===== config.mk =====
export PLATFORM = sky130hd
export DESIGN_NAME = pipeCtrl
export DESIGN_NICKNAME = d
export VERILOG_FILES = /design/src/logic/cpuPkg.sv /design/src/logic/pipeCtrl.sv
export SDC_FILE = /design/constraint.sdc
export NUM_CORES = 1
export LEC_CHECK = 0
export BUFFER_PORTS_ARGS = -buffer_cell sky130_fd_sc_hd__clkbuf_2
export CAP_MARGIN = 20
export CORE_AREA = 2 2 75 77
export CTS_CLUSTER_DIAMETER = 150
export CTS_CLUSTER_SIZE = 12
export DETAILED_ROUTE_END_ITERATION = 8
export DIE_AREA = 0 0 77 79
export PLACE_DENSITY = 0.78
export SETUP_SLACK_MARGIN = 0.4
export SLEW_MARGIN = 15
export SYNTH_ARGS = -nofsm -noshare
export SYNTH_HDL_FRONTEND = slang
export SYNTH_SLANG_ARGS = --single-unit

===== constraint.sdc =====
create_clock -name gclk -period 1.29 [get_ports gclk]
set_input_delay 0.0645 -clock gclk [delete_from_list [all_inputs] [get_ports gclk]]
set_output_delay 0.0645 -clock gclk [all_outputs]
set_load 0.02 [all_outputs]

===== src/logic/cpuPkg.sv =====
`default_nettype none

package cpuPkg;

  localparam int dataWidth    = 32;
  localparam int regAddrWidth = 5;
  localparam int memDepth     = 256;
  localparam int memAddrWidth = 8;   // Word index, byte address bits 9:2

  // Opcode map, opc bit 3 set selects the immediate for operand B
  //   add     00x000  rd = ra + B
  //   logic   10x0oo  op in bits 1:0, 00 or, 01 and, 10 xor, 11 and-not
  //   shift   100100  rd = ra >> 1, logical
  //   barrel  01x001  rd = ra shifted by B[4:0], left when alt bit 10 is set
  //   load    11x010  rd = mem[ra + B]
  //   store   11x110  mem[ra + imm] = rd
  // Stores always take the immediate offset. Read port B carries rd for them.
  // Any other opcode runs as a no-op and writes nothing.

  // Immediate is {rb, alt}, sign-extended to dataWidth
  typedef struct packed {
    logic [5:0]              opc;
    logic [regAddrWidth-1:0] rd;
    logic [regAddrWidth-1:0] ra;
    logic [regAddrWidth-1:0] rb;
    logic [10:0]             alt;
  } instT;

  // Operand source for X
  typedef enum logic [1:0] {
    selReg,   // Register file value read in D
    selFwd,   // Result of the instruction that was in X
    selMem,   // Value written back while in D, load data included
    selImm
  } srcSelT;

  typedef enum logic [2:0] {
    aluAdd,
    aluLogic,
    aluShift,
    aluBarrel
  } aluSelT;

  typedef struct packed {
    logic                    valid;
    aluSelT                  aluSel;
    logic [1:0]              logicOp;
    logic                    isLoad;
    logic                    isStore;
    logic                    isBarrel;
    logic                    barrelLeft;
    srcSelT                  srcA;
    srcSelT                  srcB;
    logic [regAddrWidth-1:0] rd;
  } xCtrlT;

  // One entry per register write, in program order
  typedef struct packed {
    logic                    valid;
    logic [regAddrWidth-1:0] rd;
    logic [dataWidth-1:0]    data;
  } wbT;

endpackage

`default_nettype wire


===== src/logic/pipeCtrl.sv =====
`timescale 1ns/1ps
`default_nettype none

module pipeCtrl (
  input  logic                            gclk,
  input  logic                            arstN,
  input  logic                            instValid,
  input  cpuPkg::instT                    inst,
  output logic                            instReady,
  output logic [cpuPkg::regAddrWidth-1:0] rdA,
  output logic [cpuPkg::regAddrWidth-1:0] rdB,
  output logic [cpuPkg::regAddrWidth-1:0] xDest,
  output logic                            xDestValid,
  output logic [cpuPkg::regAddrWidth-1:0] rDest,
  output logic                            rDestValid,
  output cpuPkg::xCtrlT                   xCtrl,
  output logic [cpuPkg::dataWidth-1:0]    immOut,
  input  logic                            barrelBusy
);
  import cpuPkg::*;

  logic  accept;
  logic  isAdd;
  logic  isLogic;
  logic  isShift;
  logic  isBarrel;
  logic  isLoad;
  logic  isStore;
  logic  known;
  logic  useImm;
  xCtrlT dCtrl;

  // X result wins over R, r0 never matches since both dest flags exclude it
  function automatic srcSelT pickSrc(input logic [regAddrWidth-1:0] r);
    if (xDestValid && (r == xDest))
      return selFwd;
    else if (rDestValid && (r == rDest))
      return selMem;
    else
      return selReg;
  endfunction

  assign instReady = !barrelBusy;   // Only stall is the first barrel cycle
  assign accept    = instValid && instReady;

  // Opcode classes
  assign isAdd    = ({inst.opc[5:4], inst.opc[2:0]} == 5'b00000);
  assign isLogic  = (inst.opc[5:4] == 2'b10) && !inst.opc[2];
  assign isShift  = (inst.opc == 6'b100100);
  assign isBarrel = ({inst.opc[5:4], inst.opc[2:0]} == 5'b01001);
  assign isLoad   = (inst.opc[5:4] == 2'b11) && (inst.opc[2:0] == 3'b010);
  assign isStore  = (inst.opc[5:4] == 2'b11) && (inst.opc[2:0] == 3'b110);
  assign known    = isAdd || isLogic || isShift || isBarrel || isLoad || isStore;
  assign useImm   = inst.opc[3] && !isStore;

  assign rdA = inst.ra;
  assign rdB = isStore ? inst.rd : inst.rb;   // Store data on port B

  always_comb begin
    dCtrl         = '0;
    dCtrl.valid   = accept && known;   // No-ops go down as bubbles
    dCtrl.logicOp = inst.opc[1:0];
    if (isLogic)
      dCtrl.aluSel = aluLogic;
    else if (isShift)
      dCtrl.aluSel = aluShift;
    else if (isBarrel)
      dCtrl.aluSel = aluBarrel;
    else
      dCtrl.aluSel = aluAdd;
    dCtrl.isLoad     = isLoad;
    dCtrl.isStore    = isStore;
    dCtrl.isBarrel   = isBarrel;
    dCtrl.barrelLeft = inst.alt[10];
    dCtrl.srcA       = pickSrc(rdA);
    if (useImm)
      dCtrl.srcB = selImm;
    else
      dCtrl.srcB = pickSrc(rdB);
    dCtrl.rd = inst.rd;
  end

  assign xDest = xCtrl.rd;

  always_ff @(posedge gclk or negedge arstN) begin
    if (!arstN) begin
      xCtrl      <= '0;
      xDestValid <= 1'b0;
      rDest      <= '0;
      rDestValid <= 1'b0;
    end else begin
      // R sees a bubble behind the first barrel cycle
      rDest      <= xDest;
      rDestValid <= xDestValid && !barrelBusy;
      if (!barrelBusy) begin
        xCtrl      <= dCtrl;
        xDestValid <= dCtrl.valid && !isStore && (inst.rd != '0);
      end
    end
  end

  always_ff @(posedge gclk) begin
    if (!barrelBusy)
      immOut <= {{(dataWidth - 16){inst.rb[regAddrWidth-1]}}, inst.rb, inst.alt};
  end

  // Each barrel costs one slot on the port, never two in a row
  aReadyGap: assert property (@(posedge gclk) disable iff (!arstN)
    !instReady |=> instReady)
    else $error("instReady held low for two cycles");

  aLoadStore: assert property (@(posedge gclk) disable iff (!arstN)
    xCtrl.valid |-> !(xCtrl.isLoad && xCtrl.isStore))
    else $error("X holds a load and a store at once");

endmodule

`default_nettype wire


## After elaboration in Yosys (flattened, before gate mapping)

Index checks and enable logic that the tools add are counted.

| cells by class | value |
|---|---|
| eq/ne operators | 10 |
| muxes and demuxes | 9 |
| reductions and logical operators | 23 |

Operator list:

| cell | number |
|---|---|
| equality test 5 bit | 4 |
| 2-to-1 mux 2 bit | 7 |
| logical AND 1 bit | 13 |
| equality test 6 bit, second input constant | 1 |
| equality test 5 x 4 -> 1 bit, second input constant | 1 |
| zero test 5 bit | 1 |
| logical OR 1 bit | 5 |
| 2-to-1 mux 5 bit | 1 |
| nonzero test 5 bit | 1 |
| equality test 2 bit, second input constant | 2 |
| equality test 3 x 2 -> 1 bit, second input constant | 1 |
| equality test 3 bit, second input constant | 1 |
| zero test 1 bit | 3 |
| 2-to-1 mux 3 bit | 1 |

| word-level totals | value |
|---|---|
| register bits | 42 |
| bits of input ports | 36 |
| output and inout bits | 74 |
| word-level logic and storage cells | 56 |

## Logic depth before layout (Yosys ltp)

Gate-level depths: netlist of run 1.

| logic depth | value |
|---|---|
| depth in word-level cells | 10 |
| gate-level depth with buffers | 7 |

## Worst setup path after synthesis of run 1

Ideal clock, no wire load.

| path | value |
|---|---|
| kind | input-to-reg |
| start point | input inst[26] in the netlist's numbering |
| end point | register xCtrl[6] in the netlist's numbering |
| setup time | 120 ps |
| data arrival time | 1358 ps |
| path slack | -187 ps |
| stages | 6 |
| buffers on the path | 1 |
| path through | nand3b_4 or2_1 buf_6 o21ai_1 a2111oi_2 a31o_1 |

| between the ends | value |
|---|---|
| longest elaborated chain between the ends | 8 |
| elaborated cells between the ends (all ways) | 12 |

RTL lines:

| item | line | text |
|---|---|---|
| start: declaration | pipeCtrl.sv:8 | `input cpuPkg::instT inst,` |
| equality test 3 bit * | pipeCtrl.sv:52 | `assign isStore = (inst.opc[5:4] == 2'b11) && (inst.opc[2:0] == 3'b110);` |
| logical AND 1 bit * | pipeCtrl.sv:52 |  |
| 2-to-1 mux 5 bit * | pipeCtrl.sv:57 | `assign rdB = isStore ? inst.rd : inst.rb;` |
| named net rdB (one bit) | pipeCtrl.sv:11 | `output logic [cpuPkg::regAddrWidth-1:0] rdB,` |
| equality test 5 bit | pipeCtrl.sv:37 | `else if (rDestValid && (r == rDest))` |
| logical AND 1 bit | pipeCtrl.sv:37 |  |
| 2-to-1 mux 2 bit | pipeCtrl.sv:37 |  |
| 2-to-1 mux 2 bit * | pipeCtrl.sv:35 | `if (xDestValid && (r == xDest))` |
| 2-to-1 mux 2 bit * | pipeCtrl.sv:76 | `if (useImm)` |
| end signal: assignment | pipeCtrl.sv:96 | `xCtrl <= dCtrl;` |
| end: declaration | pipeCtrl.sv:16 | `output cpuPkg::xCtrlT xCtrl,` |

Mark *: on every way through the listed nets, which the timed path passes. The rest lies on a longest branch.
A chain may end at the register's enable or synchronous reset.

## Worst setup path in the final report of run 1

| path | value |
|---|---|
| start point | register xCtrl, in the netlist xDest[0] |
| end point | register xCtrl[5] in the netlist's numbering |

| between the ends | value |
|---|---|
| longest elaborated chain between the ends | 4 |

RTL lines:

| item | line |
|---|---|
| equality test 5 bit | pipeCtrl.sv:35 |
| logical AND 1 bit | pipeCtrl.sv:35 |
| 2-to-1 mux 2 bit | pipeCtrl.sv:35 |
| 2-to-1 mux 2 bit | pipeCtrl.sv:76 |

No other way between the ends.

==> results of run 1 <==
tightest hold or removal path: cells and delay by family:
kind | cells | cell delay, ns
AO/OA/AOI/OAI | 1 | 0.06
AND/OR/NAND/NOR | 1 | 0.07
buffers and inverters | 1 | 0.08
flip-flops by register name, indices dropped and copies added (netlist names):
signal      count
immOut         16
rDestValid      1
rDest           5
xCtrl          13
xDestValid      1
xDest           5
worst paths after layout:
check / startpoint / end / slack (ns) / cells after the start
setup reg to reg: xDest[0] / xCtrl[5] / -0.20 / 5
hold / removal: instValid / xCtrl[18] / 0.01 / 3
hold reg to reg: xCtrl[5] / xCtrl[5] / 0.51 / 1
min in group asynchronous: arstN / xCtrl[14] / 0.31 / 2
setup / recovery: xDest[0] / xCtrl[5] / -0.20 / 5
max in group asynchronous: arstN / rDest[2] / 0.55 / 2
through the flow:
stage	util, %	setup slack [ns]	instances	hold slack [ns]
5_1_grt	73.5	-0.241	403	0.0182
6_report	73.5	-0.202	403	0.00989
2_1_floorplan	-	-0.123	181	-0.231
4_1_cts	69.4	-0.217	395	0.00665
3_3_place_gp	52.5	-0.180	364	0.110
3_5_place_dp	52.5	-0.218	364	0.115
power by group:
| group | total (uW) | switching [uW] | internal [uW] | leakage [uW] |
|---|---|---|---|---|
| clock | 845 | 461 | 383 | 0.0000481 |
| combinational | 1350 | 613 | 733 | 0.00129 |
| sequential | 1550 | 85.7 | 1460 | 0.000465 |
| total | 3740 | 1160 | 2580 | 0.00180 |
per-layer routing:
metal	GRT usage (%)	routed length, um	vias up
met3	3.75	427	18
met1	23.7	2640	941
met2	36.7	3390	96
met4	8.21	171	0
li1	-	-	925
met5	0	0	-
repair_timing:
item,4_1_cts,5_1_grt
endpoints found under the setup margin,66,88
setup buffers,10,8
resized for setup,122,79
hold endpoints to repair,37,0
hold buffers,13,0
pin swaps,11,8
gates cloned,0,0
cells by family after synthesis:
| family | count (synthesis) |
|---|---|
| flops | 41 |
| buf+inv | 38 |
| other cells | 1 |
| xor+xnor | 18 |
| compound gates | 34 |
| mux | 12 |
| simple gates | 37 |
placed cells by master, fill, tap and decap left out, drive strengths merged, types with 2 or more instances in the layout:
cell | synthesis | layout
buf | 29 | 100
clkbuf | 2 | 65
dfrtp | 25 | 25
edfxtp | 16 | 16
nand2 | 15 | 15
dlygate4sd3 | 0 | 13
o21ai | 13 | 13
xor2 | 12 | 12
mux2 | 11 | 11
inv | 7 | 6
xnor2 | 6 | 6
o2111ai | 5 | 5
a21oi | 3 | 3
nand3 | 3 | 3
nand2b | 3 | 3
o31ai | 3 | 3
nor4 | 3 | 3
clkinv | 0 | 3
nand4 | 2 | 2
a31o | 2 | 2
nor2 | 2 | 2
nor2b | 2 | 2
final cells by class:
class | instances | area, um^2 | share of cell area (%)
multi-input combinational | 102 | 826 | 21.0
clock inverter | 3 | 22.5 | 0.574
sequential | 41 | 1110 | 28.4
timing repair buffer | 173 | 1770 | 45.2
tap | 72 | 90.1 | 2.30
inverter | 7 | 30.0 | 0.765
clock buffer | 5 | 68.8 | 1.75
==> impl_metrics.env, run 1 <==
export IMPL_area_growth_syn_to_layout_pct=85.3
export IMPL_dieWidth_um=77
export IMPL_fin_crit_sh_pct=116
export IMPL_post_dp_cell_area_mm2=0.00280
export IMPL_final_area_mm2=0.00393
export IMPL_drt_first_pass_iters=5
export IMPL_std_cell_rows=27
export IMPL_nFillCells=371
export IMPL_synthTopCellsByArea="dfrtp_1, edfxtp_1, buf_4"
export IMPL_yosysWarningCount=0
export IMPL_cts_buffer_depth=2
export IMPL_ant_nets=0
export IMPL_power_total_uw=3740
export IMPL_synth_xor_area_share_pct=7.44
export IMPL_io_pins=110
export IMPL_synthAdderAreaFrac_pct=0
export IMPL_yosysTopAreaCellShare_pct=29.5
export IMPL_startpoint_type="register"
export IMPL_crit_buf_inv=0
export IMPL_path_max_fanout=3
export IMPL_io_buffers=108
export IMPL_grt_max_degree=26
export IMPL_fin_ws_ns=-0.202
export IMPL_grt_pass1_wl_um=9640
export IMPL_slew_limit_headroom_pct=60.6
export IMPL_synth_avg_cell_area_um2=11.7
export IMPL_synth_distinct_cells=43
export IMPL_nNetsFinal=366
export IMPL_die_y_um=79
export IMPL_yosys_area_share_simple_pct=10.8
export IMPL_hp_class="in -> reg"
export IMPL_grt_overflow=0
export IMPL_yosysSeqAreaShare_pct=52.2
export IMPL_slew_viol_final=0
export IMPL_via_per_inst=4.91
export IMPL_synth_top_family_by_area="buffers and inverters"
export IMPL_synth_edf_count=16
export IMPL_antenna_found_initial=0
export IMPL_initialDrtViolationCount=114
export IMPL_cts_buffers=5
export IMPL_wl_per_cell_um=16.5
export IMPL_clk_pin_slew_worst_paths_ns=0.08
export IMPL_cts_sinks=41
export IMPL_rsz0062_at_grt="true"
export IMPL_fin_setup_tns_ns=-0.446
export IMPL_power_leakage_uw=0.00180
export IMPL_crit_chain="a222oi_1, a31o_1, o2111ai_2, a21oi_1, a21o_1"
export IMPL_cts_htree_levels=2
export IMPL_num_vias=1980
export IMPL_grt_util_all_layers_pct=20.2
export IMPL_cts_tree="done"
export IMPL_drc=0
export IMPL_synth_top_cells_by_count="buf_4, dfrtp_1, edfxtp_1"
export IMPL_start_util_pct=39.7
export IMPL_cellPowerDensity_mw_per_mm2=953
export IMPL_synthMuxAreaShare_pct=6.50
export IMPL_status="finished with violations"
export IMPL_finalWirelength_um=6640
export IMPL_crit_type="reg -> reg"
export IMPL_drive_gt1_share_pct=60.4
export IMPL_cpPeakStageDelay_ns=0.43
export IMPL_layout_min_cycle_time_ns=1.49
export IMPL_slowest_stage="dfrtp_2"
export IMPL_setup_viol=4
export IMPL_crit_arrival_ns=1.74
export IMPL_place_congestion=0.896
export IMPL_ys_async_sr_fraction_pct=61.0
export IMPL_fin_skew_ns=0.00705
export IMPL_clkLatencyLatePin_ns=0.30
export IMPL_max_cap_violations=0
export IMPL_yosysMostFrequentCell="buf_4"
export IMPL_synth_area_leader_cell="dfrtp_1"
export IMPL_synth_fp_nets=217
export IMPL_hold_viol=0
export IMPL_worst_ep_required_time_ns=1.54
export IMPL_crit_path_end_kind="register"
export IMPL_crit_family="compound AO/OA/AOI/OAI gates"
export IMPL_ir_drop_v=0.000633
export IMPL_dp_final_hpwl_um=4240
export IMPL_worst_slew_pin_slew_ns=0.592
export IMPL_root_buffer="clkbuf_8"
export IMPL_achievable_frequency_mhz=670
export IMPL_synth_seq_cells=41
export IMPL_antennaDiodeCount=0
export IMPL_postSynthCellCount=181
export IMPL_core_area_mm2=0.00534
export IMPL_violations="setup timing"
export IMPL_synth_ff_type="dfrtp_1"
export IMPL_dieArea_mm2=0.00608
export IMPL_syn_cell_area_mm2=0.00212
export IMPL_grt_pass1_vias=1961
export IMPL_synth_compound_area_share_pct=11.0
Power figures use the tool's default switching activity.
==> inputs of run 2 (changes only) <==
- PLACE_DENSITY: 0.78 -> 0.86
==> run 2 against run 1 <==
Compared with the run above:
- the run still ends with setup timing left
- final area grew 0.13%
- critical path type unchanged
- combinational power about the same
- wire length increased by 2.3%
- count of clock-buffer cells in the layout unchanged
- total power up 0.40%
- first-iteration DRC count down 31%
- final cell count up 0.25%
- critical path depth rose by 2
==> impl_metrics.env, run 2 (same netlist as run 1, synthesis figures left out) <==
export IMPL_status="finished with violations"
export IMPL_violations="setup timing"
export IMPL_place_congestion=0.887
export IMPL_regToRegStartpoint="xDest[0]"
export IMPL_hp_class="in -> reg"
export IMPL_nFillCells=365
export IMPL_layout_min_cycle_time_ns=1.49
export IMPL_power_total_uw=3760
export IMPL_layout_commonest_cell="buf_6"
export IMPL_cts_buffers=5
export IMPL_ir_drop_v=0.000545
export IMPL_rsz0062_at_grt="true"
export IMPL_r2r_end="xCtrl[5]"
export IMPL_final_cell_mix="buf_6, clkbuf_2, buf_8"
export IMPL_drive_gt1_share_pct=60.2
export IMPL_worst_ep_required_time_ns=1.48
export IMPL_pwr_share_clk_pct=21.9
export IMPL_nNetsFinal=367
export IMPL_grt_max_degree=26
export IMPL_dp_final_hpwl_um=4200
export IMPL_post_dp_cell_area_mm2=0.00279
export IMPL_slew_viol_final=0
export IMPL_ant_nets=0
export IMPL_achievable_frequency_mhz=672
export IMPL_initialDrtViolationCount=79
export IMPL_cts_buffer_depth=2
export IMPL_grt_util_all_layers_pct=21.2
export IMPL_crit_arrival_ns=1.68
export IMPL_cts_sinks=41
export IMPL_dieWidth_um=77
export IMPL_regArea_mm2=0.00111
export IMPL_crit_chain="buf_4, buf_6, nand2b_1, a31o_1, o2111ai_2, a21oi_2, a21o_1"
export IMPL_path_max_fanout=3
export IMPL_slowest_stage="dfrtp_2"
export IMPL_p_seq_share_pct=41.4
export IMPL_power_leakage_uw=0.00181
export IMPL_grt_pass1_wl_um=10000
export IMPL_io_buffers=108
export IMPL_antenna_found_initial=0
export IMPL_start_util_pct=39.7
export IMPL_die_y_um=79
export IMPL_cellPowerDensity_mw_per_mm2=956
export IMPL_setup_viol=4
export IMPL_fin_crit_sh_pct=115
export IMPL_grt_overflow=0
export IMPL_hold_viol=0
export IMPL_cpPeakStageDelay_ns=0.43
export IMPL_core_area_mm2=0.00534
export IMPL_root_buffer="clkbuf_8"
export IMPL_worst_slew_pin_slew_ns=0.581
export IMPL_wl_per_cell_um=16.8
export IMPL_via_per_inst=5.03
export IMPL_switchingPower_uw=1170
export IMPL_top_register="immOut"
export IMPL_crit_buf_inv=2
export IMPL_io_pins=110
export IMPL_dieArea_mm2=0.00608
export IMPL_clkLatencyLatePin_ns=0.29
export IMPL_startpoint="xDest[0]"
export IMPL_sw_frac_of_total_pct=31.1
export IMPL_num_vias=2031
export IMPL_grt_pass1_vias=2016
export IMPL_slew_limit_headroom_pct=61.2
export IMPL_fin_ws_ns=-0.197
export IMPL_crit_path_end_kind="register"
export IMPL_whs_ns=0.0400
export IMPL_fin_skew_ns=0.00589
export IMPL_reg_top3="immOut (16), xCtrl (13)"
export IMPL_antennaDiodeCount=0
export IMPL_worstSetupEndpoint="xCtrl[5]"
export IMPL_largest_reg_flops=16
export IMPL_max_cap_violations=0
export IMPL_crit_family="compound AO/OA/AOI/OAI gates"
export IMPL_cts_htree_levels=2
export IMPL_cts_tree="done"
export IMPL_finalWirelength_um=6790
export IMPL_crit_type="reg -> reg"
export IMPL_cp_num_cells=7
export IMPL_clk_pin_slew_worst_paths_ns=0.08
export IMPL_area_growth_syn_to_layout_pct=85.5
export IMPL_std_cell_rows=27
export IMPL_r2r_setup_slack_ns=-0.20
export IMPL_p_int_uw=2590
export IMPL_startpoint_type="register"
export IMPL_r2r_cells=7
export IMPL_multi_input_area_um2=832
export IMPL_p_comb_share_pct=36.7
export IMPL_drt_first_pass_iters=4
export IMPL_final_area_mm2=0.00393
export IMPL_drc=0
==> run 2: worst min path at each step <==
stage	to	from	slack, ns	cells past startpoint
floorplan	rDestValid	arstN	-0.23	0
global placement	xCtrl[14]	arstN	0.11	1
detailed placement	xCtrl[14]	arstN	0.12	1
CTS	xDestValid	instValid	0.03	3
global route	immOut[15]	inst[15]	0.04	1
finish	immOut[15]	inst[15]	0.04	1
==> run 2: routing by layer <==
metal / GRT usage [%] / wire length [um]
met5: 0 / 0
met3: 4.89 / 461
met1: 25.0 / 2700
met2: 38.2 / 3480
met4: 6.96 / 144
==> run 2: what timing repair did <==
action,4_1_cts,5_1_grt
pin swaps,8,4
cloned,0,0
buffers inserted,12,10
hold endpoints to repair,36,0
resized for setup,116,97
hold buffers,12,0
endpoints found under the setup margin,63,85
==> run 2: worst reg2reg max path: stages, from the launching register on <==
cell and delay, ns:
dfrtp_2 0.43, buf_4 0.14, buf_6 0.11, nand2b_1 0.13, a31o_1 0.21, o2111ai_2 0.12
a21oi_2 0.09, a21o_1 0.16
==> run 2: layout make-up <==
| class | count | share of cell area (%) |
|---|---|---|
| Clock buffer | 5 | 1.75 |
| Timing Repair Buffer | 174 | 45.2 |
| Clock inverter | 3 | 0.446 |
| Inverter | 7 | 0.764 |
| Tap cell | 72 | 2.29 |
| Multi-Input combinational cell | 102 | 21.2 |
| Sequential cell | 41 | 28.3 |
==> run 2: power groups by stage <==
| stage | combinational, uW | clock (uW) | sequential, uW |
|---|---|---|---|
| floorplan | 424 | 0 | 1700 |
| global placement | 858 | 0 | 1560 |
| detailed placement | 863 | 0 | 1570 |
| CTS | 1200 | 836 | 1540 |
| global route | 1450 | 890 | 1560 |
| finish | 1380 | 821 | 1550 |
==> run 2: stage by stage <==
stage               TNS, ns  utilization, %  setup WS (ns)  instances
global route         -0.856            73.6         -0.257        404
floorplan            -0.225               -         -0.123        181
finish               -0.555            73.6         -0.197        404
global placement     -0.729            52.2         -0.238        362
detailed placement   -0.624            52.2         -0.209        362
CTS                  -0.517            68.4         -0.200        394
