$ cat config.mk
export PLATFORM = sky130hd
export DESIGN_NAME = execUnit
export DESIGN_NICKNAME = d
export VERILOG_FILES = /design/src/logic/cpuPkg.sv /design/src/logic/execUnit.sv
export SDC_FILE = /design/constraint.sdc
export NUM_CORES = 1
export LEC_CHECK = 0
export BUFFER_PORTS_ARGS = -buffer_cell sky130_fd_sc_hd__buf_2
export CAP_MARGIN = 10
export CORE_MARGIN = 8
export CORE_UTILIZATION = 25
export CTS_CLUSTER_DIAMETER = 40
export CTS_CLUSTER_SIZE = 40
export DETAILED_ROUTE_END_ITERATION = 6
export MAX_ROUTING_LAYER = met4
export SLEW_MARGIN = 20
export SYNTH_ARGS = -nofsm -noshare
export SYNTH_HDL_FRONTEND = slang
export SYNTH_SLANG_ARGS = --single-unit
$ cat constraint.sdc
create_clock -name gclk -period 10.05 [get_ports gclk]
set_input_delay 1.005 -clock gclk [delete_from_list [all_inputs] [get_ports gclk]]
set_output_delay 1.005 -clock gclk [all_outputs]
set_load 0.01 [all_outputs]
$ cat src/logic/cpuPkg.sv
`default_nettype none

package cpuPkg;

  localparam int dataWidth    = 32;
  localparam int regAddrWidth = 5;
  localparam int memDepth     = 256;
  localparam int memAddrWidth = 8;   // Word index, byte address bits 9:2

  // Opcode map, opc bit 3 set selects the immediate for operand B
  //   add     00x000  rd = ra + B
  //   logic   10x0oo  op in bits 1:0, 00 or, 01 and, 10 xor, 11 and-not
  //   shift   100100  rd = ra >> 1, logical
  //   barrel  01x001  rd = ra shifted by B[4:0], left when alt bit 10 is set
  //   load    11x010  rd = mem[ra + B]
  //   store   11x110  mem[ra + imm] = rd
  // Stores always take the immediate offset. Read port B carries rd for them.
  // Any other opcode runs as a no-op and writes nothing.

  // Immediate is {rb, alt}, sign-extended to dataWidth
  typedef struct packed {
    logic [5:0]              opc;
    logic [regAddrWidth-1:0] rd;
    logic [regAddrWidth-1:0] ra;
    logic [regAddrWidth-1:0] rb;
    logic [10:0]             alt;
  } instT;

  // Operand source for X
  typedef enum logic [1:0] {
    selReg,   // Register file value read in D
    selFwd,   // Result of the instruction that was in X
    selMem,   // Value written back while in D, load data included
    selImm
  } srcSelT;

  typedef enum logic [2:0] {
    aluAdd,
    aluLogic,
    aluShift,
    aluBarrel
  } aluSelT;

  typedef struct packed {
    logic                    valid;
    aluSelT                  aluSel;
    logic [1:0]              logicOp;
    logic                    isLoad;
    logic                    isStore;
    logic                    isBarrel;
    logic                    barrelLeft;
    srcSelT                  srcA;
    srcSelT                  srcB;
    logic [regAddrWidth-1:0] rd;
  } xCtrlT;

  // One entry per register write, in program order
  typedef struct packed {
    logic                    valid;
    logic [regAddrWidth-1:0] rd;
    logic [dataWidth-1:0]    data;
  } wbT;

endpackage

`default_nettype wire

$ cat src/logic/execUnit.sv
`timescale 1ns/1ps
`default_nettype none

module execUnit (
  input  logic                            gclk,
  input  logic                            arstN,
  input  cpuPkg::xCtrlT                   xCtrl,
  input  logic [cpuPkg::dataWidth-1:0]    opA,
  input  logic [cpuPkg::dataWidth-1:0]    opB,
  input  logic [cpuPkg::dataWidth-1:0]    imm,
  input  logic [cpuPkg::dataWidth-1:0]    memRdata,
  output logic [cpuPkg::memAddrWidth-1:0] memAddr,
  output logic [cpuPkg::dataWidth-1:0]    memWdata,
  output logic                            memWe,
  output logic                            barrelBusy,
  output cpuPkg::wbT                      wb
);
  import cpuPkg::*;

  logic [dataWidth-1:0]    xOpA;     // Register values read in D
  logic [dataWidth-1:0]    xOpB;
  logic [dataWidth-1:0]    lastWb;   // Last value on the write port
  logic [dataWidth-1:0]    fwdVal;
  logic [dataWidth-1:0]    aVal;
  logic [dataWidth-1:0]    bVal;
  logic [dataWidth-1:0]    addB;
  logic [dataWidth-1:0]    sum;
  logic [dataWidth-1:0]    logicVal;
  logic [dataWidth-1:0]    coarse;
  logic [dataWidth-1:0]    bsCoarse;
  logic [2:0]              bsFine;
  logic [dataWidth-1:0]    barrelOut;
  logic [dataWidth-1:0]    result;
  logic                    barrelPhase;
  logic                    rValid;
  logic                    rIsLoad;
  logic [regAddrWidth-1:0] rRd;
  logic [dataWidth-1:0]    rResult;

  function automatic logic [dataWidth-1:0] pickOperand(input srcSelT sel,
                                                       input logic [dataWidth-1:0] regVal);
    case (sel)
      selFwd:  return fwdVal;
      selMem:  return lastWb;
      selImm:  return imm;
      default: return regVal;
    endcase
  endfunction

  assign fwdVal = rIsLoad ? memRdata : rResult;   // Load data resolves in R

  always_comb begin
    aVal = pickOperand(xCtrl.srcA, xOpA);
    bVal = pickOperand(xCtrl.srcB, xOpB);
  end

  // Shared adder for add and address generation
  assign addB = xCtrl.isStore ? imm : bVal;
  assign sum  = aVal + addB;

  assign memAddr  = sum[memAddrWidth+1:2];
  assign memWdata = bVal;
  assign memWe    = xCtrl.valid && xCtrl.isStore;

  always_comb begin
    case (xCtrl.logicOp)
      2'b00:   logicVal = aVal | bVal;
      2'b01:   logicVal = aVal & bVal;
      2'b10:   logicVal = aVal ^ bVal;
      default: logicVal = aVal & ~bVal;
    endcase
  end

  // Barrel in two steps, byte-granular shift first, then the last 0 to 7 bits
  assign barrelBusy = xCtrl.valid && xCtrl.isBarrel && !barrelPhase;
  assign coarse     = xCtrl.barrelLeft ? (aVal << {bVal[4:3], 3'b000})
                                       : (aVal >> {bVal[4:3], 3'b000});
  assign barrelOut  = xCtrl.barrelLeft ? (bsCoarse << bsFine) : (bsCoarse >> bsFine);

  always_comb begin
    case (xCtrl.aluSel)
      aluLogic:  result = logicVal;
      aluShift:  result = {1'b0, aVal[dataWidth-1:1]};
      aluBarrel: result = barrelOut;
      default:   result = sum;
    endcase
  end

  always_ff @(posedge gclk or negedge arstN) begin
    if (!arstN) begin
      barrelPhase <= 1'b0;
      rValid      <= 1'b0;
      rIsLoad     <= 1'b0;
      rRd         <= '0;
    end else begin
      barrelPhase <= barrelBusy;
      rValid      <= xCtrl.valid && !xCtrl.isStore && (xCtrl.rd != '0) && !barrelBusy;
      rIsLoad     <= xCtrl.isLoad;
      rRd         <= xCtrl.rd;
    end
  end

  always_ff @(posedge gclk) begin
    if (!barrelBusy) begin
      xOpA <= opA;
      xOpB <= opB;
    end else begin
      bsCoarse <= coarse;
      bsFine   <= bVal[2:0];
    end
    rResult <= result;
    lastWb  <= fwdVal;
  end

  assign wb.valid = rValid;
  assign wb.rd    = rRd;
  assign wb.data  = fwdVal;

  // Second barrel cycle always finishes
  aBarrelOnce: assert property (@(posedge gclk) disable iff (!arstN)
    barrelBusy |=> !barrelBusy)
    else $error("barrelBusy high for two cycles");

endmodule

`default_nettype wire

-- Word level (Yosys, flattened, before mapping)
Cells that the tools add are included.
- word-level logic and storage cells: 50
- register bits after elaboration: 171
- output and inout bits: 80
- multiplexer cells: 8
- eq/ne operators: 11
- add/sub/neg operators: 1
- reduce and logical (&&, ||, !) cells: 11
- bitwise operators: 5
- shift operators: 4
- operators with widths (kind ; count):
    32-bit one-hot mux with 3 select lines ; 4
    32-bit 2-to-1 mux ; 4
    32-bit bitwise AND ; 2
    32-bit adder ; 1
    32-bit inverter ; 1
    32-bit bitwise OR ; 1
    32-bit by 3-bit << shifter with 32-bit output ; 1
    32-bit by 5-bit << shifter with 32-bit output ; 1
    32-bit by 3-bit >> shifter with 32-bit output ; 1
    32-bit by 5-bit >> shifter with 32-bit output ; 1
    32-bit XOR ; 1
    2-bit equality test, second input constant ; 5
    2-bit by 1-bit equality test with 1-bit output, second input constant ; 3
    3-bit by 2-bit equality test with 1-bit output, second input constant ; 2
    1-bit logical AND ; 6
    5-bit nonzero test ; 1
    3-bit by 1-bit equality test with 1-bit output, second input constant ; 1
    1-bit logical NOT ; 3
    2-bit logical NOT ; 1

-- Depth between registers and ports, before layout
Gate-level depths: netlist of run 1.
- depth after elaboration: 6
- mapped depth: 18

-- Least setup slack after synthesis of run 1
OpenSTA, ideal clock, no wires.
- path kind: input port to output port
- from: input xCtrl[6] in the netlist's numbering
- to: output memAddr[6] in the netlist's numbering
- cell stages on the path: 14
- arrival time: 3.815 ns
- slack: 5.230 ns
- buffers on the path: 2
- path through: buf_2 buf_2 mux4_2 inv_1 o21ai_0 ha_1 inv_1 fa_1 inv_1 a21o_1 a31oi_1 o211ai_1 a21oi_1 xnor2_1
- longest elaborated chain between the ends: 4
- elaborated cells on any way between the ends: 6
- those cells by class: add/sub: 1; eq/ne: 3; mux: 2
- ends and longest elaborated chain (element ; line ; RTL):
    start: declaration ; execUnit.sv:7 ; input cpuPkg::xCtrlT xCtrl,
    2-bit equality test / 2-bit by 1-bit equality test with 1-bit output (equally long branches) ; execUnit.sv:42 ; case (sel)
    32-bit one-hot mux with 3 select lines (*) ; execUnit.sv:42 ;
    via memWdata, one bit ; execUnit.sv:13 ; output logic [cpuPkg::dataWidth-1:0] memWdata,
    32-bit 2-to-1 mux (*) ; execUnit.sv:58 ; assign addB = xCtrl.isStore ? imm : bVal;
    32-bit adder (*) ; execUnit.sv:59 ; assign sum = aVal + addB;
    end: declaration ; execUnit.sv:12 ; output logic [cpuPkg::memAddrWidth-1:0] memAddr,
The timed path passes the listed nets; every way through them passes the cells marked *.

-- Final worst setup path of run 1
- from: input xCtrl[6] in the netlist's numbering
- to: output memAddr[6] in the netlist's numbering
- longest elaborated chain between the ends: 4
- elaborated cells on any way between the ends: 6
- those cells by class: add/sub: 1; eq/ne: 3; mux: 2
- ends and longest elaborated chain (element ; line):
    2-bit equality test / 2-bit by 1-bit equality test with 1-bit output (equally long branches) ; execUnit.sv:42
    32-bit one-hot mux with 3 select lines (*) ; execUnit.sv:42
    32-bit 2-to-1 mux (*) ; execUnit.sv:58
    32-bit adder (*) ; execUnit.sv:59
Every way passes the cells marked *; elsewhere a longest branch is shown, timed or not.

==> results.json, run 1 <==
{
  "final_setup_slack_of_the_worst_path_ns": 4.074,
  "period_needed_ns": 5.976,
  "cellPowerDensity_nw_per_um2": 195.2,
  "core_um2": 54770,
  "final_layout_size_suffix_gt1_share_pct": 24.87,
  "post_cts.repair.setup_buffers": 0,
  "port_buffers": 228,
  "irDropWorstVdd_uv": 105.8,
  "cp-start-kind": "input port",
  "post_synth.cell_area_avg_um2": 9.011,
  "share_clk_of_total_power_pct": 21.3,
  "cp-end-kind": "output pin",
  "area_growth_pct": 16.95,
  "maxcap_viol_count": 0,
  "ioPinCount": 229,
  "hpwl_um": 42130,
  "finalInstanceArea_um2": 16100,
  "power.share.combinational_pct": 48.4,
  "crit-reg2reg-launch": "rIsLoad",
  "switchingPower_mw": 1.342,
  "detailroute.via_count": 13150,
  "synth-async-reset-ratio_pct": 4.678,
  "run_status": "finished clean",
  "postSynthNetCount": 1742,
  "clock_buffer_depth": 2,
  "fp.dieArea_um2": 62840,
  "critical_path.max_fanout": 46,
  "antenna_violating_nets_post_route": 0,
  "initial_utilization_pct": 25.14,
  "switching_share_pct": 42.69,
  "register_share_of_total_power_pct": 30.3,
  "critical_path_class": "in -> out",
  "final_skew_ns": 0.01721,
  "core.rowCount": 86,
  "grt.overflow.total": 0,
  "cp_data_arrival_time_ns": 4.97,
  "min_period_over_period_pct": 59.47,
  "hold_buffers": 0,
  "tritoncts_clock_tree": "yes",
  "data_required_time_of_the_critical_path_ns": 9.05,
  "synthDominantAreaCellType": "sky130_fd_sc_hd__edfxtp_1",
  "wl_per_cell_um": 22.66,
  "die_span_x_um": 250.7,
  "netlist.area_leader.share_pct": 21.59,
  "dpl_worst_slack_ns": 4.032,
  "synth_edf_count": 99,
  "post_cts.resized_instances": 0,
  "fmax_mhz": 167.3,
  "critPathLaunch": "xCtrl[6]",
  "worst_pin_slew_ns": 0.9218,
  "setup_tns_ns": 0,
  "insertion_delay_ns": 0.47,
  "grt_util_all_layers_pct": 17.20,
  "synth.ff_latch_count": 171,
  "detailed_place.area_um2": 15520,
  "detailed_route_drc_error_count": 0,
  "detail_route.wirelength_um": 54390,
  "ctsRootBufferMaster": "sky130_fd_sc_hd__clkbuf_16",
  "synth_area_um2": 13770,
  "p_int_mw": 1.801,
  "nets": 1894,
  "grt_first_pass_wirelength_um": 82450,
  "initial_antenna_violation_count": 4,
  "chipHeight_um": 250.7,
  "max_slew_margin_pct": 38.55,
  "dr.first_iter.drc_count": 1278,
  "power_leakage_nw": 6.563,
  "syn-instance-count": 1528,
  "final.fill_count": 5737,
  "cts.clk_slew.worst_paths_ns": 0.08,
  "slew_viol_final": 0,
  "sequential_cell_area_fraction_in_the_yosys_report_pct": 32.35,
  "numCtsBuffers": 17,
  "vias_per_cell": 5.478,
  "synth-warning-count": 0,
  "pin_count_of_the_biggest_net_entering_global_routing": 86,
  "synth_area_leaders": "sky130_fd_sc_hd__edfxtp_1, sky130_fd_sc_hd__mux4_2, sky130_fd_sc_hd__dfxtp_1",
  "htreeDepth": 4,
  "setup_viol": 0,
  "unique_masters_post_synth": 81,
  "synth_top_flop_cell": "sky130_fd_sc_hd__edfxtp_1",
  "drt-pass1-iter-count": 6,
  "clock_sinks": 171,
  "min_path_type": "in -> async",
  "gp_congestion": 0.9874,
  "grt_pass1_vias": 13310,
  "rsz0062_at_grt": "no",
  "final-hold-violation-count": 0
}
==> power by group through the flow <==
stage	Sequential, mW	Clock, mW	Combinational (mW)
3_5_place_dp	0.966	0	1.50
6_report	0.953	0.669	1.52
5_1_grt	0.964	0.701	1.65
3_3_place_gp	0.965	0	1.48
4_1_cts	0.953	0.683	1.51
2_1_floorplan	0.932	0	1.02
==> layer usage <==
layer	GRT usage, %	share of wire [%]	vias to the layer above
met3	2.684	5.8	100
met2	28.14	48	573
met5	-	0	-
li1	-	-	6029
met4	6.535	3.4	0
met1	21.26	43	6446
==> synth_stat cells (8+ instances only) <==
| master | count |
|---|---|
| sky130_fd_sc_hd__buf_1 | 20 |
| sky130_fd_sc_hd__a31oi_1 | 27 |
| sky130_fd_sc_hd__mux2i_1 | 50 |
| sky130_fd_sc_hd__edfxtp_1 | 99 |
| sky130_fd_sc_hd__a21o_1 | 12 |
| sky130_fd_sc_hd__o21a_1 | 8 |
| sky130_fd_sc_hd__dfxtp_1 | 64 |
| sky130_fd_sc_hd__nand3_1 | 42 |
| sky130_fd_sc_hd__mux4_2 | 61 |
| sky130_fd_sc_hd__dfrtp_1 | 8 |
| sky130_fd_sc_hd__inv_1 | 82 |
| sky130_fd_sc_hd__nor3_1 | 30 |
| sky130_fd_sc_hd__ha_1 | 64 |
| sky130_fd_sc_hd__o32ai_1 | 9 |
| sky130_fd_sc_hd__mux2_2 | 49 |
| sky130_fd_sc_hd__o21ai_0 | 128 |
| sky130_fd_sc_hd__o2111ai_1 | 8 |
| sky130_fd_sc_hd__o22ai_1 | 29 |
| sky130_fd_sc_hd__nand4_1 | 9 |
| sky130_fd_sc_hd__nor2_1 | 112 |
| sky130_fd_sc_hd__o211ai_1 | 22 |
| sky130_fd_sc_hd__nand2b_1 | 14 |
| sky130_fd_sc_hd__or2_2 | 10 |
| sky130_fd_sc_hd__xnor2_1 | 19 |
| sky130_fd_sc_hd__a211oi_1 | 21 |
| sky130_fd_sc_hd__a21oi_1 | 117 |
| sky130_fd_sc_hd__nand2_1 | 150 |
| sky130_fd_sc_hd__clkbuf_1 | 74 |
| sky130_fd_sc_hd__xor2_1 | 35 |
| sky130_fd_sc_hd__buf_2 | 20 |
==> logic make-up (layout without fill, tap and decap cells) <==
| kind of cell | count (synthesis) | count (layout) | share of synthesized area (%) |
|---|---|---|---|
| AOI/OAI and AO/OA | 471 | 471 | 21.71 |
| xor gates and xnor gates | 54 | 54 | 3.435 |
| adders and majority gates | 65 | 65 | 5.961 |
| buffers and inverters | 203 | 368 | 5.779 |
| DFF | 171 | 171 | 32.35 |
| muxes | 161 | 161 | 17.73 |
| other | 0 | 3 | 0 |
| and+or+nand+nor | 403 | 403 | 13.04 |
==> stage by stage <==
step	hold WS, ns	std cells	utilization [%]	power [mW]
final	0.3667	2400	29.40	3.143
after global routing	0.3608	2400	29.40	3.315
after CTS	0.3451	2397	29.39	3.142
after detailed placement	0.4955	2365	28.34	2.464
after global placement	0.4907	2365	28.34	2.445
after floorplan	0.5099	1528	-	1.956
==> cell usage in the layout (no fill, tap or decap), types with 21 or more instances in the layout <==
cell type | netlist | routed
sky130_fd_sc_hd__a31oi_1 | 27 | 27
sky130_fd_sc_hd__o22ai_1 | 29 | 29
sky130_fd_sc_hd__o21ai_0 | 128 | 128
sky130_fd_sc_hd__dfxtp_1 | 64 | 64
sky130_fd_sc_hd__nand3_1 | 42 | 42
sky130_fd_sc_hd__buf_2 | 20 | 227
sky130_fd_sc_hd__a21oi_1 | 117 | 117
sky130_fd_sc_hd__mux2i_1 | 50 | 49
sky130_fd_sc_hd__edfxtp_1 | 99 | 99
sky130_fd_sc_hd__mux4_2 | 61 | 61
sky130_fd_sc_hd__nor2_1 | 112 | 110
sky130_fd_sc_hd__buf_4 | 2 | 23
sky130_fd_sc_hd__nor3_1 | 30 | 29
sky130_fd_sc_hd__a211oi_1 | 21 | 21
sky130_fd_sc_hd__xor2_1 | 35 | 35
sky130_fd_sc_hd__o211ai_1 | 22 | 22
sky130_fd_sc_hd__mux2_2 | 49 | 49
sky130_fd_sc_hd__inv_1 | 82 | 82
sky130_fd_sc_hd__nand2_1 | 150 | 149
sky130_fd_sc_hd__ha_1 | 64 | 64
==> final cells by class <==
class	count	area [um2]	share of cell area, %
Clock inverter	15	147.6	0.9169
Tap cell	704	880.8	5.470
Inverter	86	322.8	2.005
Antenna cell	3	7.507	0.04662
Clock buffer	17	425.4	2.642
Multi-Input combinational cell	1154	8556	53.13
Timing Repair Buffer	250	1309	8.127
Sequential cell	171	4454	27.66
==> worst paths after layout <==
check | endpoint | depth (start not counted) | slack (ns)
worst max-delay path | memAddr[6] | 14 | 4.07
worst min-delay path | rRd[3] | 1 | 0.37
worst max register to register | rResult[26] | 15 | 4.76
worst min register to register | lastWb[11] | 1 | 0.51
max in group asynchronous | barrelPhase | 1 | 9.52
min in group gclk | lastWb[11] | 1 | 0.51
==> flip-flops by register name, summed over array words and instances (netlist names) <==
register and count:
xOpB 32, bsCoarse 32, xOpA 32, rValid 1, rIsLoad 1, bsFine 3, lastWb 32, barrelPhase 1
rResult 32, rRd 5
==> critical path, cell delays in order <==
cell,delay (ns)
sky130_fd_sc_hd__buf_2,0.08
sky130_fd_sc_hd__buf_4,0.57
sky130_fd_sc_hd__mux2_2,0.41
sky130_fd_sc_hd__o21a_1,0.16
sky130_fd_sc_hd__buf_4,0.21
sky130_fd_sc_hd__inv_2,0.57
sky130_fd_sc_hd__o21ai_0,0.20
sky130_fd_sc_hd__ha_1,0.41
sky130_fd_sc_hd__a21o_2,0.23
sky130_fd_sc_hd__a31oi_1,0.36
sky130_fd_sc_hd__o211ai_1,0.16
sky130_fd_sc_hd__a21oi_1,0.19
sky130_fd_sc_hd__xnor2_1,0.20
sky130_fd_sc_hd__buf_2,0.19
Note: power is estimated with default switching activity, not from simulation.
==> run 2, diff against run 1 <==
Clock period 10.05 ns to 5.5 ns, I/O delays scaled along.
==> run 2 against run 1 <==
Net effect:
- sequential power grew 83%
- sequential share of layout area decreased by 0.13 points
- critical path depth is the same
- core utilization up 0.14 points
- setup slack worse by 3.7 ns
==> results.json, run 2 (synthesis results as in run 1) <==
{
  "worstPathCellList": "mux2_2 -> mux4_2 -> inv_1 -> o21ai_0 -> ha_1 -> inv_1 -> fa_1 -> inv_1 -> a21o_1 -> a31oi_1 -> o211ai_1 -> a21oi_1 -> xnor2_1 -> buf_2",
  "antenna_violating_nets_post_route": 0,
  "min_period_over_period_pct": 94.03,
  "detail_route.wirelength_um": 55700,
  "min_path_type": "in -> reg",
  "vias_per_cell": 5.458,
  "final_layout_size_suffix_gt1_share_pct": 25.25,
  "totalPowerFinal_mw": 5.775,
  "rsz0062_at_grt": "no",
  "post_cts.repair.setup_buffers": 0,
  "slew_viol_final": 0,
  "initial_antenna_violation_count": 2,
  "numCtsBuffers": 17,
  "dr.first_iter.drc_count": 1204,
  "critical_path.most_common_cell": "sky130_fd_sc_hd__inv_1",
  "final-hold-violation-count": 0,
  "worst_pin_slew_ns": 0.9397,
  "final_skew_ns": 0.01329,
  "cellPowerDensity_nw_per_um2": 356.9,
  "htreeDepth": 4,
  "initial_utilization_pct": 25.14,
  "grt_util_all_layers_pct": 17.64,
  "post_cts.resized_instances": 0,
  "layout.cells.most_common": "sky130_fd_sc_hd__buf_2",
  "grt.overflow.total": 0,
  "fmax_mhz": 193.4,
  "detailed_route_drc_error_count": 0,
  "hpwl_um": 43460,
  "grt_pass1_vias": 13350,
  "critPathLaunch": "rIsLoad",
  "area_growth_pct": 17.50,
  "ioPinCount": 229,
  "layout.cells.non_filler": 2408,
  "critical_path_class": "reg -> out",
  "data_required_time_of_the_critical_path_ns": 4.95,
  "die_span_x_um": 250.7,
  "cp-end-kind": "output pin",
  "setup_viol": 0,
  "grt_first_pass_wirelength_um": 84150,
  "clock_sinks": 171,
  "critical-path-slowest-cell": "sky130_fd_sc_hd__dfrtp_1",
  "cp_data_arrival_time_ns": 4.62,
  "layout.cells.most_common_list": "sky130_fd_sc_hd__buf_2, sky130_fd_sc_hd__nand2_1, sky130_fd_sc_hd__o21ai_0, sky130_fd_sc_hd__a21oi_1, sky130_fd_sc_hd__nor2_1",
  "period_needed_ns": 5.172,
  "pin_count_of_the_biggest_net_entering_global_routing": 75,
  "irDropWorstVdd_uv": 185.1,
  "nets": 1904,
  "maxcap_viol_count": 0,
  "hold_buffers": 1,
  "cpPeakStageDelay_ns": 0.96,
  "core.rowCount": 86,
  "chipHeight_um": 250.7,
  "ctsRootBufferMaster": "sky130_fd_sc_hd__clkbuf_16",
  "wl_per_cell_um": 23.13,
  "critical_path.max_fanout": 14,
  "placedCellCount": 2374,
  "core_um2": 54770,
  "fp.dieArea_um2": 62840,
  "port_buffers": 228,
  "power_leakage_nw": 6.609,
  "tritoncts_clock_tree": "yes",
  "detailroute.via_count": 13140,
  "drt-pass1-iter-count": 6,
  "cp-start-kind": "register",
  "crit-reg2reg-launch": "rIsLoad",
  "run_status": "finished clean",
  "max_slew_margin_pct": 37.36,
  "insertion_delay_ns": 0.46,
  "final.fill_count": 5772,
  "worstHoldStart": "xCtrl[3]",
  "setup_tns_ns": 0,
  "clock_buffer_depth": 2,
  "cts.clk_slew.worst_paths_ns": 0.08,
  "core_util_final_pct": 29.54,
  "gp_congestion": 0.9743
}
-- run 2: cell count changes in the layout (fill, tap and decap cells not counted), sizes merged --
cell,change
clkinvlp,+1
buf,+9
clkinv,-2
diode,-2
dlygate4sd3,+1
inv,+1
-- run 2: critical path: cells and delay by family, from the launching register on --
family	cells	cell delay, ns
muxes	2	0.98
adders and majority gates	2	0.47
DFF	1	0.96
AOI/OAI and AO/OA	5	1.11
xor gates and xnor gates	1	0.19
buffers and inverters	4	0.45
-- run 2: final timing paths --
check / slack, ns / end / cells past startpoint
setup / recovery: 0.33 / memAddr[6] / 14
hold / removal: 0.20 / rRd[3] / 1
setup reg to reg: 0.55 / rResult[26] / 15
hold reg to reg: 0.51 / lastWb[27] / 1
max in group asynchronous: 4.78 / rIsLoad / 2
min in group asynchronous: 0.49 / rRd[3] / 2
-- run 2: where the power goes --
part | internal, mW | switching [mW] | leakage [nW]
Sequential | 1.62 | 0.114 | 1.63
Clock | 0.606 | 0.628 | 0.277
Combinational | 1.08 | 1.73 | 4.71
-- run 2: per-layer routing --
metal	share of wire, %	global-route usage, %	up-vias
met2	49	29.12	544
met1	43	22.03	6477
li1	-	-	6041
met5	0	-	-
met3	5.6	2.477	81
met4	2.9	5.953	0
-- run 2: final cells by class --
class	instances	area (um2)	share of cell area (%)
Inverter	86	322.8	1.995
Clock buffer	17	425.4	2.629
Sequential cell	171	4454	27.53
Multi-Input combinational cell	1154	8561	52.91
Timing Repair Buffer	260	1386	8.569
Tap cell	704	880.8	5.444
Antenna cell	1	2.502	0.01547
Clock inverter	15	146.4	0.9048
-- run 2: through the flow --
stage	instance area, um2	setup slack [ns]	hold slack, ns
after floorplan	13770	1.343	0.2544
after global placement	15600	0.8230	0.4429
after detailed placement	15600	0.7215	0.4477
after CTS	16180	0.3828	0.1763
after global routing	16180	0.1543	0.1851
final	16180	0.3283	0.2033
==> run 3, diff against run 2 <==
Settings changed: CELL_PAD_IN_SITES_DETAIL_PLACEMENT from default to 0, CELL_PAD_IN_SITES_GLOBAL_PLACEMENT from default to 1, PLACE_DENSITY_LB_ADDON from default to 0.1.
==> run 3 against run 2 <==
Net effect:
- non-clock buffer count down 1
- sequential share of layout area hardly changed
- total power grew 0.49%
- die area is the same
- worst hold slack worse by 0.0085 ns
- sequential power hardly changed
- global-route usage is 2.2 points higher
- clock power about the same
==> results.json, run 3 (synthesis results as in run 1) <==
{
  "min_path_type": "in -> reg",
  "cellPowerDensity_nw_per_um2": 359.1,
  "final.fill_count": 5824,
  "chipHeight_um": 250.7,
  "setup_tns_ns": 0,
  "critical_path_class": "reg -> out",
  "min_period_over_period_pct": 87.03,
  "cpPeakStageDelay_ns": 0.57,
  "clock_buffer_depth": 2,
  "data_required_time_of_the_critical_path_ns": 4.95,
  "final-hold-violation-count": 0,
  "share_clk_of_total_power_pct": 21.0,
  "fmax_mhz": 208.9,
  "core_util_final_pct": 29.51,
  "vias_per_cell": 5.355,
  "multiInputGateArea_um2": 8551,
  "gp_congestion": 0.9170,
  "numCtsBuffers": 17,
  "critical-path-slowest-cell": "sky130_fd_sc_hd__dfrtp_2",
  "post_cts.resized_instances": 0,
  "die_span_x_um": 250.7,
  "dr.first_iter.drc_count": 1050,
  "detailroute.via_count": 12880,
  "initial_utilization_pct": 25.14,
  "final_skew_ns": 0.01157,
  "fp.dieArea_um2": 62840,
  "setup_viol": 0,
  "grt_pass1_vias": 13240,
  "clock_sinks": 171,
  "insertion_delay_ns": 0.47,
  "grt.overflow.total": 0,
  "drt-pass1-iter-count": 5,
  "switchingPower_mw": 2.440,
  "maxcap_viol_count": 0,
  "critical_path_s_top_delay_family": "compound AO/OA/AOI/OAI gates",
  "htreeDepth": 4,
  "ioPinCount": 229,
  "wl_per_cell_um": 25.72,
  "pin_count_of_the_biggest_net_entering_global_routing": 75,
  "cp-start-kind": "register",
  "final_layout_size_suffix_gt1_share_pct": 25.15,
  "hpwl_um": 48380,
  "switching_share_pct": 42.04,
  "regArea_um2": 4456,
  "nets": 1903,
  "crit_buf_inv": 4,
  "grt_util_all_layers_pct": 19.81,
  "critical_path.max_fanout": 11,
  "critical_path.most_common_cell": "sky130_fd_sc_hd__inv_1",
  "power.share.combinational_pct": 49.0,
  "initial_antenna_violation_count": 1,
  "layout.cells.most_common": "sky130_fd_sc_hd__buf_2",
  "worst_pin_slew_ns": 0.9935,
  "p_int_mw": 3.364,
  "period_needed_ns": 4.786,
  "grt_first_pass_wirelength_um": 91360,
  "antenna_violating_nets_post_route": 0,
  "detail_route.wirelength_um": 61880,
  "register_share_of_total_power_pct": 30.0,
  "ctsRootBufferMaster": "sky130_fd_sc_hd__clkbuf_16",
  "run_status": "finished clean",
  "area_growth_pct": 17.37,
  "diodes": 0,
  "layout.cells.most_common_list": "sky130_fd_sc_hd__buf_2, sky130_fd_sc_hd__nand2_1, sky130_fd_sc_hd__o21ai_0, sky130_fd_sc_hd__a21oi_1, sky130_fd_sc_hd__nor2_1",
  "rsz0062_at_grt": "no",
  "core.rowCount": 86,
  "dpl_worst_slack_ns": 0.8348,
  "tritoncts_clock_tree": "yes",
  "final_setup_slack_of_the_worst_path_ns": 0.7136,
  "power_leakage_nw": 6.603,
  "slew_viol_final": 0,
  "cts.clk_slew.worst_paths_ns": 0.07,
  "detailed_route_drc_error_count": 0,
  "worstPathCellList": "mux2_2 -> mux4_2 -> inv_1 -> o21ai_0 -> ha_1 -> inv_1 -> fa_1 -> inv_1 -> a21o_1 -> a31oi_1 -> o211ai_1 -> a21oi_1 -> xnor2_1 -> buf_2",
  "cp_data_arrival_time_ns": 4.24,
  "cp-end-kind": "output pin",
  "irDropWorstVdd_uv": 254.3,
  "port_buffers": 228,
  "core_um2": 54770,
  "max_slew_margin_pct": 33.69
}
run 3: changes by cell type in the layout (fill, tap and decap cells not counted), moves of 2 or more:
cell | previous run | this run
sky130_fd_sc_hd__buf_4 | 32 | 30
sky130_fd_sc_hd__clkinv_2 | 0 | 4
sky130_fd_sc_hd__bufinv_16 | 0 | 2
sky130_fd_sc_hd__clkbuf_1 | 0 | 3
sky130_fd_sc_hd__inv_6 | 4 | 1
sky130_fd_sc_hd__inv_8 | 6 | 0
run 3: power groups by stage:
stage | sequential, mW | clock (mW) | combinational (mW)
6_report | 1.74 | 1.22 | 2.84
5_1_grt | 1.77 | 1.31 | 3.10
4_1_cts | 1.74 | 1.26 | 2.85
3_5_place_dp | 1.77 | 0 | 2.84
3_3_place_gp | 1.77 | 0 | 2.84
2_1_floorplan | 1.70 | 0 | 1.87
run 3: layout make-up:
cell class	instances	area share, %
clock buffer	20	2.702
clock inverter	12	0.7664
inverter	86	1.997
multi-input combinational	1154	52.91
sequential	171	27.57
tap	704	5.450
timing repair buffer	259	8.609
run 3: repair_timing:
action                    in CTS  in global routing
hold buffers                   1                  0
buffers inserted               0                  0
hold endpoints to repair       8                  0
run 3: final timing paths:
path	endpoint	slack, ns	cells after the start	startpoint
setup / recovery	memAddr[6]	0.71	14	rIsLoad
hold / removal	rRd[4]	0.19	1	xCtrl[4]
setup reg to reg	rResult[26]	0.73	15	rIsLoad
hold reg to reg	lastWb[2]	0.51	1	rResult[2]
max in group asynchronous	rIsLoad	4.76	2	arstN
min in group asynchronous	rRd[1]	0.49	2	arstN
run 3: per-layer routing:
| layer | up-vias | GRT usage, % | share of wire [%] |
|---|---|---|---|
| li1 | 6050 | - | - |
| met1 | 6440 | 27.22 | 48 |
| met2 | 348 | 30.70 | 46 |
| met3 | 46 | 2.374 | 3.7 |
| met4 | 0 | 5.138 | 1.8 |
| met5 | - | - | 0 |
run 3: worst register-to-register path, delay by kind of cell, from the launching register on:
family | cells | cell delay (ns)
flip-flops | 1 | 0.54
AO/OA/AOI/OAI | 7 | 2.18
adder cells (fa/ha/maj) | 2 | 0.70
buffers and inverters | 3 | 0.23
multiplexers | 3 | 0.97
run 3: through the flow:
step | power (mW) | hold WS (ns) | cell area [um2] | cells
6_report | 5.803 | 0.1948 | 16160 | 2406
5_1_grt | 6.179 | 0.1731 | 16160 | 2406
4_1_cts | 5.858 | 0.1613 | 16160 | 2406
3_5_place_dp | 4.601 | 0.4562 | 15590 | 2373
3_3_place_gp | 4.611 | 0.4513 | 15590 | 2373
2_1_floorplan | 3.574 | 0.2544 | 13770 | 1528
